File: src/logic/dma_defs.svh
`ifndef DMA_DEFS_SVH
`define DMA_DEFS_SVH

// bus and datapath widths
`define DMA_ADDR_BITS 32
`define DMA_DATA_BITS 32
`define DMA_LEN_BITS 8
`define DMA_QTY_BITS 16

// longest burst the engine issues
`define DMA_MAX_BEATS 16

// read-to-write buffer entries
`define DMA_FIFO_DEPTH 4

// CPU register map, byte offsets
`define DMA_REG_SRC 4'h0
`define DMA_REG_DST 4'h4
`define DMA_REG_QTY 4'h8
`define DMA_REG_CTRL 4'hC

`endif

File: src/logic/dma_pkg.sv
package dma_pkg;

    // burst engine FSM
    typedef enum logic [2:0] {
        IDLE   = 3'd0,
        CHECK  = 3'd1,
        AR_REQ = 3'd2,
        AW_REQ = 3'd3,
        STREAM = 3'd4,
        RESP   = 3'd5
    } dma_state_e;

    // CPU register offsets
    // CTRL bit 0 starts a transfer, bit 1 clears status
    typedef enum logic [3:0] {
        REG_SRC  = 4'h0,
        REG_DST  = 4'h4,
        REG_QTY  = 4'h8,
        REG_CTRL = 4'hC
    } dma_reg_e;

    typedef enum logic [1:0] {
        OKAY   = 2'b00,
        EXOKAY = 2'b01,
        SLVERR = 2'b10,
        DECERR = 2'b11
    } axi_resp_e;

endpackage

File: src/logic/dma_cfg_if.sv
`timescale 1ns/1ps
`include "dma_defs.svh"

// transfer setup from the register block to the burst engine
interface dma_cfg_if;

    // one-cycle kick
    logic                      start;

    // held from start until the next CPU register write
    logic [`DMA_ADDR_BITS-1:0] src_addr;
    logic [`DMA_ADDR_BITS-1:0] dst_addr;

    // total words to move
    logic [`DMA_QTY_BITS-1:0]  qty;

    modport decode (
        output start,
        output src_addr,
        output dst_addr,
        output qty
    );

    // values are sampled on the start pulse
    modport engine (
        input start,
        input src_addr,
        input dst_addr,
        input qty
    );

endinterface

File: src/logic/dma_reg_decode.sv
`timescale 1ns/1ps
`include "dma_defs.svh"

module dma_reg_decode import dma_pkg::*; (
    input  logic                      clk,
    input  logic                      rst,
    input  logic                      reg_we_i,
    input  logic [3:0]                reg_addr_i,
    input  logic [`DMA_DATA_BITS-1:0] reg_wdata_i,
    dma_cfg_if.decode                 cfg,
    output logic                      clr_o
);
    logic [`DMA_ADDR_BITS-1:0] src_q;
    logic [`DMA_ADDR_BITS-1:0] dst_q;
    logic [`DMA_QTY_BITS-1:0]  qty_q;
    logic                      start_q;
    logic                      clr_q;
    logic                      ctrl_we;

    assign ctrl_we = reg_we_i && (dma_reg_e'(reg_addr_i) == REG_CTRL);

    // configuration words
    always_ff @(posedge clk) begin
        if (reg_we_i) begin
            unique case (dma_reg_e'(reg_addr_i))
                REG_SRC: src_q <= reg_wdata_i[`DMA_ADDR_BITS-1:0];
                REG_DST: dst_q <= reg_wdata_i[`DMA_ADDR_BITS-1:0];
                REG_QTY: qty_q <= reg_wdata_i[`DMA_QTY_BITS-1:0];
                default: ;
            endcase
        end
    end

    // clear wins over start on a ctrl write
    always_ff @(posedge clk or posedge rst) begin
        if (rst) begin
            start_q <= 1'b0;
            clr_q   <= 1'b0;
        end else begin
            start_q <= ctrl_we && reg_wdata_i[0] && !reg_wdata_i[1];
            clr_q   <= ctrl_we && reg_wdata_i[1];
        end
    end

    assign cfg.start    = start_q;
    assign cfg.src_addr = src_q;
    assign cfg.dst_addr = dst_q;
    assign cfg.qty      = qty_q;
    assign clr_o        = clr_q;

    a_start_clr_excl: assert property (@(posedge clk) disable iff (rst)
        !(cfg.start && clr_o));

endmodule

File: src/logic/dma_fifo.sv
`timescale 1ns/1ps
`include "dma_defs.svh"

module dma_fifo (
    input  logic                      clk,
    input  logic                      rst,
    input  logic                      wen_i,
    input  logic                      ren_i,
    input  logic [`DMA_DATA_BITS-1:0] data_i,
    output logic [`DMA_DATA_BITS-1:0] data_o,
    output logic                      empty_o,
    output logic                      full_o
);
    localparam int unsigned DEPTH  = `DMA_FIFO_DEPTH;
    localparam int unsigned PTR_W  = $clog2(DEPTH);

    logic [`DMA_DATA_BITS-1:0] mem [DEPTH];
    logic [PTR_W-1:0]          wptr_q;
    logic [PTR_W-1:0]          rptr_q;
    logic [PTR_W:0]            cnt_q;

    always_ff @(posedge clk) begin
        if (wen_i) begin
            mem[wptr_q] <= data_i;
        end
    end

    // pointers wrap naturally since DEPTH is a power of two
    always_ff @(posedge clk or posedge rst) begin
        if (rst) begin
            wptr_q <= '0;
            rptr_q <= '0;
            cnt_q  <= '0;
        end else begin
            if (wen_i)
                wptr_q <= wptr_q + 1'b1;
            if (ren_i)
                rptr_q <= rptr_q + 1'b1;
            cnt_q <= cnt_q + (PTR_W+1)'(wen_i) - (PTR_W+1)'(ren_i);
        end
    end

    // head word
    assign data_o  = mem[rptr_q];
    assign empty_o = (cnt_q == '0);
    assign full_o  = (cnt_q == (PTR_W+1)'(DEPTH));

    a_no_overflow: assert property (@(posedge clk) disable iff (rst)
        full_o |-> !wen_i);

    a_no_underflow: assert property (@(posedge clk) disable iff (rst)
        empty_o |-> !ren_i);

endmodule

File: src/logic/dma_burst_engine.sv
`timescale 1ns/1ps
`include "dma_defs.svh"

module dma_burst_engine import dma_pkg::*; (
    input  logic                      clk,
    input  logic                      rst,
    dma_cfg_if.engine                 cfg,
    output logic                      busy_o,
    output logic                      done_o,
    output logic                      bad_resp_o,
    output logic [`DMA_ADDR_BITS-1:0] araddr_o,
    output logic [`DMA_LEN_BITS-1:0]  arlen_o,
    output logic                      arvalid_o,
    input  logic                      arready_i,
    input  logic [`DMA_DATA_BITS-1:0] rdata_i,
    input  logic                      rlast_i,
    input  logic                      rvalid_i,
    output logic                      rready_o,
    output logic [`DMA_ADDR_BITS-1:0] awaddr_o,
    output logic [`DMA_LEN_BITS-1:0]  awlen_o,
    output logic                      awvalid_o,
    input  logic                      awready_i,
    output logic [`DMA_DATA_BITS-1:0] wdata_o,
    output logic                      wlast_o,
    output logic                      wvalid_o,
    input  logic                      wready_i,
    input  logic [1:0]                bresp_i,
    input  logic                      bvalid_i,
    output logic                      bready_o
);
    localparam logic [`DMA_QTY_BITS-1:0] MAX_BEATS = `DMA_QTY_BITS'(`DMA_MAX_BEATS);

    dma_state_e                state_q;
    dma_state_e                state_d;
    logic [`DMA_QTY_BITS-1:0]  rem_q;
    logic [`DMA_QTY_BITS-1:0]  beats_q;
    logic [`DMA_LEN_BITS-1:0]  len;
    logic [`DMA_LEN_BITS-1:0]  wcnt_q;
    logic [`DMA_ADDR_BITS-1:0] src_q;
    logic [`DMA_ADDR_BITS-1:0] dst_q;
    logic [`DMA_ADDR_BITS-1:0] step;
    logic                      rd_done_q;
    logic                      done_q;
    logic                      ar_hs;
    logic                      aw_hs;
    logic                      r_hs;
    logic                      w_hs;
    logic                      b_hs;
    logic                      fifo_empty;
    logic                      fifo_full;

    assign ar_hs = arvalid_o && arready_i;
    assign aw_hs = awvalid_o && awready_i;
    assign r_hs  = rvalid_i && rready_o;
    assign w_hs  = wvalid_o && wready_i;
    assign b_hs  = bvalid_i && bready_o;

    // AXI length is beats minus one
    assign len  = `DMA_LEN_BITS'(beats_q - 1'b1);
    assign step = `DMA_ADDR_BITS'({beats_q, 2'b00});

    always_ff @(posedge clk or posedge rst) begin
        if (rst)
            state_q <= IDLE;
        else
            state_q <= state_d;
    end

    always_comb begin
        state_d = state_q;
        unique case (state_q)
            IDLE:    if (cfg.start) state_d = CHECK;
            CHECK:   state_d = (rem_q == '0) ? IDLE : AR_REQ;
            AR_REQ:  if (ar_hs) state_d = AW_REQ;
            AW_REQ:  if (aw_hs) state_d = STREAM;
            STREAM:  if (w_hs && wlast_o) state_d = RESP;
            RESP:    if (b_hs) state_d = CHECK;
            default: state_d = IDLE;
        endcase
    end

    // remaining words, beat counter, read-side completion
    always_ff @(posedge clk or posedge rst) begin
        if (rst) begin
            rem_q     <= '0;
            wcnt_q    <= '0;
            rd_done_q <= 1'b0;
            done_q    <= 1'b0;
        end else begin
            if (state_q == IDLE && cfg.start)
                rem_q <= cfg.qty;
            else if (b_hs)
                rem_q <= rem_q - beats_q;

            if (state_q == CHECK)
                wcnt_q <= '0;
            else if (w_hs)
                wcnt_q <= wcnt_q + 1'b1;

            if (ar_hs)
                rd_done_q <= 1'b0;
            else if (r_hs && rlast_i)
                rd_done_q <= 1'b1;

            done_q <= (state_q == CHECK) && (rem_q == '0);
        end
    end

    // addresses and burst size
    always_ff @(posedge clk) begin
        if (state_q == IDLE && cfg.start) begin
            src_q <= cfg.src_addr;
            dst_q <= cfg.dst_addr;
        end else if (b_hs) begin
            src_q <= src_q + step;
            dst_q <= dst_q + step;
        end
        if (state_q == CHECK)
            beats_q <= (rem_q < MAX_BEATS) ? rem_q : MAX_BEATS;
    end

    assign araddr_o  = src_q;
    assign arlen_o   = len;
    assign arvalid_o = (state_q == AR_REQ);
    assign awaddr_o  = dst_q;
    assign awlen_o   = len;
    assign awvalid_o = (state_q == AW_REQ);

    // reads stall while the buffer is full
    assign rready_o  = (state_q == STREAM) && !fifo_full && !rd_done_q;
    assign wvalid_o  = (state_q == STREAM) && !fifo_empty;
    assign wlast_o   = (wcnt_q == len) && !fifo_empty;
    assign bready_o  = (state_q == RESP);

    assign busy_o     = (state_q != IDLE);
    assign done_o     = done_q;
    assign bad_resp_o = b_hs && (axi_resp_e'(bresp_i) != OKAY);

    dma_fifo u_fifo (
        .clk     (clk),
        .rst     (rst),
        .wen_i   (r_hs),
        .ren_i   (w_hs),
        .data_i  (rdata_i),
        .data_o  (wdata_o),
        .empty_o (fifo_empty),
        .full_o  (fifo_full)
    );

    a_arvalid_hold: assert property (@(posedge clk) disable iff (rst)
        arvalid_o && !arready_i |=> arvalid_o);

    a_awvalid_hold: assert property (@(posedge clk) disable iff (rst)
        awvalid_o && !awready_i |=> awvalid_o);

    a_wlast_with_wvalid: assert property (@(posedge clk) disable iff (rst)
        wlast_o |-> wvalid_o);

endmodule

File: src/logic/dma_status.sv
`timescale 1ns/1ps

module dma_status (
    input  logic clk,
    input  logic rst,
    input  logic done_i,
    input  logic bad_resp_i,
    input  logic clr_i,
    output logic irq_o,
    output logic err_o
);
    // a set in the same cycle as a clear keeps the flag
    always_ff @(posedge clk or posedge rst) begin
        if (rst) begin
            irq_o <= 1'b0;
            err_o <= 1'b0;
        end else begin
            if (done_i)
                irq_o <= 1'b1;
            else if (clr_i)
                irq_o <= 1'b0;

            if (bad_resp_i)
                err_o <= 1'b1;
            else if (clr_i)
                err_o <= 1'b0;
        end
    end

endmodule

File: src/logic/dma_top.sv
`timescale 1ns/1ps
`include "dma_defs.svh"

module dma_top (
    input  logic                      clk,
    input  logic                      rst,
    input  logic                      reg_we_i,
    input  logic [3:0]                reg_addr_i,
    input  logic [`DMA_DATA_BITS-1:0] reg_wdata_i,
    output logic [`DMA_ADDR_BITS-1:0] araddr_o,
    output logic [`DMA_LEN_BITS-1:0]  arlen_o,
    output logic                      arvalid_o,
    input  logic                      arready_i,
    input  logic [`DMA_DATA_BITS-1:0] rdata_i,
    input  logic                      rlast_i,
    input  logic                      rvalid_i,
    output logic                      rready_o,
    output logic [`DMA_ADDR_BITS-1:0] awaddr_o,
    output logic [`DMA_LEN_BITS-1:0]  awlen_o,
    output logic                      awvalid_o,
    input  logic                      awready_i,
    output logic [`DMA_DATA_BITS-1:0] wdata_o,
    output logic                      wlast_o,
    output logic                      wvalid_o,
    input  logic                      wready_i,
    input  logic [1:0]                bresp_i,
    input  logic                      bvalid_i,
    output logic                      bready_o,
    output logic                      busy_o,
    output logic                      irq_o,
    output logic                      err_o
);
    logic clr;
    logic done;
    logic bad_resp;

    dma_cfg_if u_cfg ();

    dma_reg_decode u_decode (
        .clk         (clk),
        .rst         (rst),
        .reg_we_i    (reg_we_i),
        .reg_addr_i  (reg_addr_i),
        .reg_wdata_i (reg_wdata_i),
        .cfg         (u_cfg),
        .clr_o       (clr)
    );

    dma_burst_engine u_engine (
        .clk        (clk),
        .rst        (rst),
        .cfg        (u_cfg),
        .busy_o     (busy_o),
        .done_o     (done),
        .bad_resp_o (bad_resp),
        .araddr_o   (araddr_o),
        .arlen_o    (arlen_o),
        .arvalid_o  (arvalid_o),
        .arready_i  (arready_i),
        .rdata_i    (rdata_i),
        .rlast_i    (rlast_i),
        .rvalid_i   (rvalid_i),
        .rready_o   (rready_o),
        .awaddr_o   (awaddr_o),
        .awlen_o    (awlen_o),
        .awvalid_o  (awvalid_o),
        .awready_i  (awready_i),
        .wdata_o    (wdata_o),
        .wlast_o    (wlast_o),
        .wvalid_o   (wvalid_o),
        .wready_i   (wready_i),
        .bresp_i    (bresp_i),
        .bvalid_i   (bvalid_i),
        .bready_o   (bready_o)
    );

    dma_status u_status (
        .clk        (clk),
        .rst        (rst),
        .done_i     (done),
        .bad_resp_i (bad_resp),
        .clr_i      (clr),
        .irq_o      (irq_o),
        .err_o      (err_o)
    );

endmodule

File: config.mk
export PLATFORM = sky130hd
export DESIGN_NAME = dma_top
export DESIGN_NICKNAME = d
export VERILOG_FILES = /design/src/logic/dma_pkg.sv /design/src/logic/dma_cfg_if.sv /design/src/logic/dma_reg_decode.sv /design/src/logic/dma_fifo.sv /design/src/logic/dma_burst_engine.sv /design/src/logic/dma_status.sv /design/src/logic/dma_top.sv
export VERILOG_INCLUDE_DIRS = /design/src /design/src/logic
export SDC_FILE = /design/constraint.sdc
export NUM_CORES = 1
export LEC_CHECK = 0
export BUFFER_PORTS_ARGS = -buffer_cell sky130_fd_sc_hd__buf_2
export CORE_ASPECT_RATIO = 0.6
export CORE_UTILIZATION = 50
export CTS_CLUSTER_SIZE = 12
export DETAILED_ROUTE_END_ITERATION = 10
export GPL_ROUTABILITY_DRIVEN = 1
export PLACE_DENSITY = 0.71
export SETUP_SLACK_MARGIN = 0.15
export SLEW_MARGIN = 20
export SYNTH_ARGS = -nofsm -noshare
export SYNTH_HDL_FRONTEND = slang
export SYNTH_SLANG_ARGS = --single-unit
export TNS_END_PERCENT = 10
File: constraint.sdc
create_clock -name clk -period 3.52 [get_ports clk]
set_input_delay 0.704 -clock clk [delete_from_list [all_inputs] [get_ports clk]]
set_output_delay 0.704 -clock clk [all_outputs]
set_load 0.02 [all_outputs]
# Yosys cells after proc, flatten, opt, wreduce, memory -nomap -nowiden
# Memories as Yosys holds them, arrays and structs flattened.
# Index checks and enable logic that the tools add are counted.
# totals
register_bits	200
latch_bits	0
ramBits	128
rom_bits	0
inputBits	79
output_inout_bits	121
word_cells	103
mem_count	1
# mem_list
name	words	width	read_ports	rd_ports_with_merged_regs	write_ports	line	text
u_engine.u_fifo.mem	4	32	1	0	1	dma_fifo.sv:17	logic [`DMA_DATA_BITS-1:0] mem [DEPTH];
# classes
n_addsub	9
multipliers	0
div_mod_pow	0
order_cmp	1
eq_ne	15
shift	0
muxes	22
n_bitwise	0
reduce_logical	37
# op_table
cell	n
$mux W32	4
$add A32 B18 Y32	2
$mux W16	2
$logic_and A1 B1 Y1	18
$pmux W3 S6	1
$logic_not A16 Y1	1
$lt A16 B5 Y1 const B	1
$mux W8	2
$sub A16 B16 Y16	1
$mux W3	5
$reduce_bool A2 Y1	6
$eq A3 B3 Y1 const B	3
$add A8 B1 Y8 const B	1
$eq A4 B4 Y1 const B	2
$eq A8 B8 Y1	1
$ne A2 B2 Y1 const B	4
$sub A8 B1 Y8 const B	1
$mux W1	7
$eq A3 B2 Y1 const B	2
$logic_not A3 Y1	2
$reduce_and A2 Y1	3
$reduce_and A5 Y1	1
$add A2 B1 Y2 const B	2
$eq A4 B3 Y1 const B	1
other kinds (8)	11

# Longest topological paths before layout
# Gate-level depths: netlist of the first run.
# logic_depth
depth_word	8
ltp_mapped	11
mapped_depth_nobuf	11

# Cells and area by module
# From an unflattened synthesis of the first run, not the netlist that was laid out.
# hier_totals
cells_unflattened	1136
hier_area_um2	15317.2
# modules_own_cells
module	instances	cells_per_inst	area_per_inst_um2	seq_area_each_um2
dma_burst_engine	1	835	7671.1	3128.0
dma_fifo	1	203	5058.6	4018.9
dma_reg_decode	1	92	2514.9	2452.4
dma_status	1	6	72.6	50.0

# Least setup slack after synthesis of the first run
# No wires, ideal clock.
# synth_timing
path_type	input -> register
startpoint	input port reg_addr_i[1]
endpoint	register u_decode.src_q[0], in the netlist u_decode.cfg.src_addr[0], enable pin
setup_time_ns	0.468
arrival_ns	3.463
t_required_ns	3.052
setup_slack_ns	-0.411
cell_stages	2
path_buffers	0
cell_sequence	nor3b_1 nor3b_1
# synth_between
elab_chain_cells	2
# synth_rtl
element	line	text
start, declared	dma_top.sv:8	input logic [3:0] reg_addr_i,
$logic_not A4 Y1	dma_reg_decode.sv:25	unique case (dma_reg_e'(reg_addr_i))
$reduce_and A2 Y1 (no line)	n/a	
end signal, assigned	dma_reg_decode.sv:26	REG_SRC: src_q <= reg_wdata_i[`DMA_ADDR_BITS-1:0];
end, declared	dma_reg_decode.sv:13	logic [`DMA_ADDR_BITS-1:0] src_q;
# Every way passes these cells.
# A chain may end at the register's enable or synchronous reset.

# Worst setup path in the final report of the first run
# layout_timing
startpoint	register u_engine.beats_q[2]
endpoint	output port wlast_o
# layout_between
elab_chain_cells	3
# layout_rtl
element	line	text
start, declared	dma_burst_engine.sv:36	logic [`DMA_QTY_BITS-1:0] beats_q;
start signal, assigned	dma_burst_engine.sv:119	beats_q <= (rem_q < MAX_BEATS) ? rem_q : MAX_BEATS;
$sub A8 B1 Y8	dma_burst_engine.sv:59	assign len = `DMA_LEN_BITS'(beats_q - 1'b1);
$eq A8 B8 Y1	dma_burst_engine.sv:132	assign wlast_o = (wcnt_q == len) && !fifo_empty;
$logic_and A1 B1 Y1	dma_burst_engine.sv:132	
end, declared	dma_top.sv:23	output logic wlast_o,
# Every way passes these cells.

==> impl_metrics.yaml, run 1 <==
global_routing:
  antenna_found_initial: 1
  grt.total_usage: 0.226
  wire_length_of_the_first_global_routing_pass_mm: 52.2
  globalRoute.totalOverflow: 0
  pin_count_of_the_biggest_net_entering_global_routing: 63
  grt_pass1_vias: 9050
sta:
  final.setup.tns_ns: 0
  finalWorstPathRequiredPeriod_ns: 3.36
  maximum_clock_rate_mhz: 298
  final_hold_viol_count: 0
  min_period_over_period: 0.953
  slew_violations: 0
  normalized_max_slew_margin: 0.536
  final.setup_skew_ns: 0.0244
  minimum_hold_slack_ns: 0.217
  timing_worst_slew_pin_value_ns: 0.691
  timing.final.setup_violations: 0
  grt_setup_unrepaired: "true"
setup_path:
  critical-path-top-cell-by-count: "nor2_1"
  timing.setup.critical_path_class: "reg -> out"
  arrival_ns: 2.65
  r2r_end: "u_engine.araddr_o[28]$_DFFE_PP_"
  worst_r2r_startpoint: "u_engine.beats_q[0]$_SDFFCE_PP0P_"
  timing.critical_path.to: "wlast_o"
  critical_path_required_ns: 2.82
  slowest_stage: "edfxtp_1"
  setup.worst_path.start_class: "flip-flop"
  critical-path-max-stage-delay_ns: 0.55
  worst_r2r_path_depth: 12
  worst-path-max-fanout: 6
  crit_path_end_kind: "output port"
  timing.critical_path.from: "u_engine.beats_q[2]$_SDFFCE_PP0P_"
  critical_path.cell_chain: "or3_4 > nor3_4 > xnor2_1 > xor2_1 > nor2_1 > nand4_1 > nor2_1 > buf_2"
  ff2ff_setup_slack_ns: 0.28
yosys:
  async_reset_ff_frac: 0.122
  yosys_warnings: 0
  yosys_register_bits: 328
  yosysSeqAreaShare: 0.647
  synth_cell_types: 61
  syn-cell-area_mm2: 0.0149
  netlist.top_cell.by_area: "edfxtp_1"
  area_contributors_post_synth: "edfxtp_1 58%, dfrtp_1 6.7%, mux4_2 4.8%"
  synth_top_area_frac: 0.580
  post_synth.cell_area_avg_um2: 13.7
  synth_edf_count: 288
  post_synth_inst_count: 1091
  yosys_most_used_dff: "edfxtp_1"
flow_run:
  max-cap-violations: 0
cts:
  clk_pin_slew_worst_paths_ns: 0.06
  tritoncts_num_sinks: 328
  tritoncts_clock_tree: "built"
  clock_latency_ns: 0.52
  root_buffer: "clkbuf_16"
  cts_htree_levels: 2
  cts_buffer_count: 34
  cts-root-to-sink-buffers: 3
finish:
  post_route_cells_drive_above_1_share: 0.234
  finalInstanceArea_mm2: 0.0175
  final_common_cell: "edfxtp_1"
  area_delta_synth_final_pct: 17.3
  nFillCells: 2270
  nets: 1459
  layout.cells.most_common_list: "288 x edfxtp_1, 199 x buf_2, 89 x nand2_1"
outcome:
  outcome: "finished clean"
hold_path:
  hp-class: "in -> async"
die:
  design.portCount: 200
  floorplan.rows: 48
  floorplan.die_area_mm2: 0.0305
  starting_utilization_of_the_core_area: 0.514
  fp.dieH_um: 136
  placeableCoreArea_mm2: 0.0290
  dieWidth_um: 225
placed_design:
  placedInstanceArea_mm2: 0.0165
  place.port_buffers: 199
  place_congestion: 0.905
  dp.final_hpwl_mm: 23.5
drt:
  routed-via-count: 9656
  route.detailed.wl_per_inst_um: 19.6
  avgViaCountPerCell: 5.55
  first_iter_violations: 847
  totalWireLength_mm: 34.0
  detail_route.first_pass.iterations: 5
  detail-route-antenna-nets: 0
  drcViolationCount: 0
power_and_ir_drop:
  power.density_cell_area_mw_per_mm2: 722
  leakagePower_nw: 6.57
  vdd_drop_max_mv: 0.353
-- kinds of logic after synthesis --
| logic type | share of synthesized area |
|---|---|
| flops | 0.647 |
| simple gates | 0.0942 |
| compound gates | 0.0836 |
| buf+inv | 0.0245 |
| xor+xnor | 0.0499 |
| fa+ha+maj | 0.0515 |
| mux | 0.0490 |
| other cells | 0.000251 |
-- state kept, by name, indices dropped and copies added (netlist names), 2 cells and up --
register                count
u_engine.u_fifo.cnt_q       3
u_engine.rem_q             16
u_decode.cfg.dst_addr      32
u_engine.araddr_o          32
u_engine.u_fifo.rptr_q      2
u_decode.cfg.src_addr      32
u_engine.beats_q           16
u_engine.u_fifo.wptr_q      2
u_engine.awaddr_o          32
u_engine.u_fifo.mem       128
u_engine.wcnt_q             8
u_engine.state_q            3
u_decode.cfg.qty           16
-- critical path, delay by kind of cell (launching register included) --
| kind | cells | cell delay, ns |
|---|---|---|
| buffers and inverters | 1 | 0.19 |
| DFF | 1 | 0.55 |
| xor gates and xnor gates | 2 | 0.39 |
| and+or+nand+nor | 5 | 1.03 |
-- cell usage after synthesis (2+ instances only) --
cell type	n
o31ai_4	2
nor3_1	20
edfxtp_1	288
mux4_2	32
and3_1	19
a211oi_1	9
nand4_1	11
and4_1	2
o31ai_1	7
a21o_1	11
fa_1	4
a22oi_1	2
nor4_1	9
inv_1	48
buf_1	7
or3_1	7
nor3b_1	6
clkbuf_1	24
o22ai_1	3
o21ai_0	72
nand2_1	90
o31a_1	3
xor2_1	42
xnor2_1	43
o211ai_1	2
o21a_1	9
a21oi_1	60
o21ai_1	2
and2_1	6
a31oi_1	9
nand3_1	16
dfrtp_1	40
nand2b_1	15
ha_1	55
buf_4	8
o2111ai_1	3
nor2b_1	9
nor2_1	73
-- area by class of cell --
class	count	area (um2)	share of cell area
diodes	2	5.00	0.000286
clock buffers	48	945	0.0540
clock inverters	5	26.3	0.00150
inverters	49	184	0.0105
multi-input cells	684	4970	0.284
flip-flops and latches	328	9650	0.552
well taps	400	500	0.0286
repair buffers	224	1210	0.0691
-- metal layers --
layer / up-vias / routed length, um / GRT usage
met5: - / 0 / 0
li1: 4517 / - / -
met4: 0 / 589 / 0.0525
met3: 55 / 2810 / 0.0388
met1: 4698 / 16900 / 0.374
met2: 386 / 13800 / 0.304
-- how the worst min path moves through the flow --
stage | slack, ns | depth (start not counted) | from | end
global route | 0.25 | 2 | rst | u_engine.rem_q[11]$_DFFE_PP0P_
detailed placement | 0.42 | 1 | u_engine.done_o$_DFF_PP0_ | u_status.irq_o$_DFFE_PP0P_
finish | 0.22 | 2 | rst | u_engine.rem_q[7]$_DFFE_PP0P_
CTS | 0.22 | 2 | rst | u_engine.rem_q[11]$_DFFE_PP0P_
global placement | 0.42 | 1 | u_engine.done_o$_DFF_PP0_ | u_status.irq_o$_DFFE_PP0P_
floorplan | 0.40 | 1 | u_engine.done_o$_DFF_PP0_ | u_status.irq_o$_DFFE_PP0P_
-- metrics by stage --
step	power [W]	worst slack, ns	util	cells
detailed placement	0.00934	0.355	0.568	1682
global route	0.0133	0.0627	0.603	1739
floorplan	0.00818	-0.0100	-	1101
global placement	0.00925	0.453	0.568	1682
finish	0.0126	0.165	0.603	1740
CTS	0.0127	0.180	0.603	1738
-- power by group --
group          total [W]  switching [W]  internal [W]
Sequential       0.00512       0.000420       0.00470
Combinational    0.00423        0.00246       0.00178
Clock            0.00327        0.00142       0.00186
Total             0.0126        0.00429       0.00833
-- repair_timing --
item | 4_1_cts | 5_1_grt
hold buffers | 0 | 0
setup buffers | 3 | 0
setup endpoints to repair | 1 | 7
gates resized for setup | 1 | 2
No activity file was read; power rests on OpenSTA's default activity.
==> run 2, diff against run 1 <==
--- a/config.mk
+++ b/config.mk
@@ -12,7 +12,7 @@
 export CTS_CLUSTER_SIZE = 12
 export DETAILED_ROUTE_END_ITERATION = 10
 export GPL_ROUTABILITY_DRIVEN = 1
-export PLACE_DENSITY = 0.71
+export PLACE_DENSITY = 0.74
 export SETUP_SLACK_MARGIN = 0.15
 export SLEW_MARGIN = 20
 export SYNTH_ARGS = -nofsm -noshare
==> constraint.sdc (replaced) <==
create_clock -name clk -period 2.8 [get_ports clk]
set_input_delay 0.56 -clock clk [delete_from_list [all_inputs] [get_ports clk]]
set_output_delay 0.56 -clock clk [all_outputs]
set_load 0.02 [all_outputs]
==> impl_metrics.yaml, run 2 (same netlist as run 1, synthesis figures left out) <==
finish:
  area_delta_synth_final_pct: 21.6
  layout.cells.most_common_list: "288 x edfxtp_1, 194 x buf_2, 89 x nand2_1"
  layout_cells_excl_fill: 1774
  registers.top_by_ff_count: "u_engine.u_fifo.mem"
  largest_register_ff_count: 128
  nFillCells: 2205
  final_common_cell: "edfxtp_1"
  final_core_util: 0.625
  nets: 1496
  finalInstanceArea_mm2: 0.0181
  post_route_cells_drive_above_1_share: 0.288
die:
  dieWidth_um: 225
  floorplan.die_area_mm2: 0.0305
  starting_utilization_of_the_core_area: 0.514
  fp.dieH_um: 136
  placeableCoreArea_mm2: 0.0290
  design.portCount: 200
  floorplan.rows: 48
placed_design:
  numPlacedInstances: 1715
  place_congestion: 0.862
  dp.final_hpwl_mm: 23.7
  place.port_buffers: 199
  pre_cts_slack_ns: -0.0725
  placedInstanceArea_mm2: 0.0168
global_routing:
  globalRoute.totalOverflow: 0
  pin_count_of_the_biggest_net_entering_global_routing: 103
  grt.total_usage: 0.233
  grt_pass1_vias: 9554
  antenna_found_initial: 1
  wire_length_of_the_first_global_routing_pass_mm: 54.2
power_and_ir_drop:
  p_total_w: 0.0166
  power.sequential.fraction: 0.380
  power.switching_fraction: 0.339
  power_report.internal_total_w: 0.0110
  leakagePower_nw: 6.78
  clkPwrFrac: 0.250
  p_sw_w: 0.00563
  power.share.combinational: 0.370
  vdd_drop_max_mv: 0.467
  power.density_cell_area_mw_per_mm2: 917
drt:
  drcViolationCount: 0
  totalWireLength_mm: 34.8
  detail_route.first_pass.iterations: 5
  avgViaCountPerCell: 5.56
  route.detailed.wl_per_inst_um: 19.6
  routed-via-count: 9855
  first_iter_violations: 808
  detail-route-antenna-nets: 0
cts:
  cts_buffer_count: 34
  root_buffer: "clkbuf_16"
  postCtsHoldBufs: 0
  clock_latency_ns: 0.52
  tritoncts_num_sinks: 328
  cts_htree_levels: 2
  clk_pin_slew_worst_paths_ns: 0.06
  tritoncts_clock_tree: "built"
  cts-root-to-sink-buffers: 3
sta:
  finalWorstPathRequiredPeriod_ns: 3.11
  slew_violations: 0
  timing.final.setup_violations: 5
  setup_slack_ns: -0.306
  final_hold_viol_count: 0
  min_period_over_period: 1.11
  timing_worst_slew_pin_value_ns: 0.864
  normalized_max_slew_margin: 0.420
  grt_setup_unrepaired: "true"
  maximum_clock_rate_mhz: 322
  final.setup_skew_ns: 0.0271
hold_path:
  hp-class: "in -> async"
setup_path:
  worst-path-max-fanout: 4
  setup.worst_path.start_class: "flip-flop"
  worstPathBufferInverterCount: 2
  crit_path_end_kind: "output port"
  critical_path.cell_chain: "inv_2 > ha_1 > nand2b_1 > nor4_2 > xnor2_1 > xor2_1 > nor2_1 > nand4_1 > nor2_2 > buf_6"
  arrival_ns: 2.55
  slowest_stage: "edfxtp_1"
  critical_path_required_ns: 2.24
  crit_family: "simple AND/OR/NAND/NOR gates"
  timing.setup.critical_path_class: "reg -> out"
  critical-path-max-stage-delay_ns: 0.43
outcome:
  outcome: "complete, but fails checks"
  violated_checks: "negative setup slack"
flow_run:
  max-cap-violations: 0
[run 2: repair_timing]
item | 4_1_cts | 5_1_grt
resized for setup | 44 | 32
setup endpoints to repair | 42 | 58
buffers inserted | 4 | 3
pin swaps | 12 | 14
[run 2: worst reg2reg max path: cells and delay by family (launching register included)]
family | cells | cell delay [ns]
xor gates and xnor gates | 1 | 0.13
adders and majority gates | 2 | 0.51
and+or+nand+nor | 3 | 0.29
buffers and inverters | 3 | 0.38
AOI/OAI and AO/OA | 4 | 0.82
DFF | 1 | 0.36
[run 2: final timing paths]
check	start	endpoint	depth (start not counted)	slack (ns)
max	u_engine.beats_q[1]$_SDFFCE_PP0P_	wlast_o	10	-0.31
min	rst	u_engine.rem_q[3]$_DFFE_PP0P_	2	0.11
max reg2reg	u_engine.beats_q[0]$_SDFFCE_PP0P_	u_engine.araddr_o[24]$_DFFE_PP_	13	0.01
min reg2reg	u_engine.done_o$_DFF_PP0_	u_status.irq_o$_DFFE_PP0P_	1	0.44
max in group asynchronous	rst	u_engine.wcnt_q[2]$_DFFE_PP0P_	3	1.95
min in group clk	reg_wdata_i[27]	u_decode.cfg.dst_addr[27]$_DFFE_PP_	1	0.24
[run 2: per-layer routing]
| layer | global-route usage | wire length [um] | vias to the layer above |
|---|---|---|---|
| li1 | - | - | 4593 |
| met1 | 0.359 | 16000 | 4769 |
| met2 | 0.324 | 14500 | 432 |
| met3 | 0.0625 | 3690 | 61 |
| met4 | 0.0574 | 634 | 0 |
| met5 | 0 | 0 | - |
[run 2: area by class of cell]
| class | count | area, um2 | area share |
|---|---|---|---|
| multi-input cells | 684 | 5250 | 0.290 |
| repair buffers | 261 | 1570 | 0.0864 |
| inverters | 49 | 188 | 0.0104 |
| diodes | 1 | 2.50 | 0.000138 |
| clock buffers | 45 | 913 | 0.0504 |
| clock inverters | 6 | 60.1 | 0.00331 |
| flip-flops and latches | 328 | 9650 | 0.532 |
| well taps | 400 | 500 | 0.0276 |
[run 2: per-stage QoR]
stage / TNS [ns] / hold slack (ns)
6_report: -0.492 / 0.114
5_1_grt: -2.07 / 0.149
4_1_cts: -0.508 / 0.109
3_5_place_dp: -0.188 / 0.429
3_3_place_gp: 0 / 0.420
2_1_floorplan: 0 / 0.404
[run 2: power by group through the flow]
stage | clock network [W] | registers (W) | logic (W)
floorplan | 0 | 0.00635 | 0.00394
global placement | 0 | 0.00637 | 0.00556
detailed placement | 0 | 0.00639 | 0.00568
CTS | 0.00424 | 0.00629 | 0.00593
global route | 0.00442 | 0.00636 | 0.00673
finish | 0.00415 | 0.00632 | 0.00614
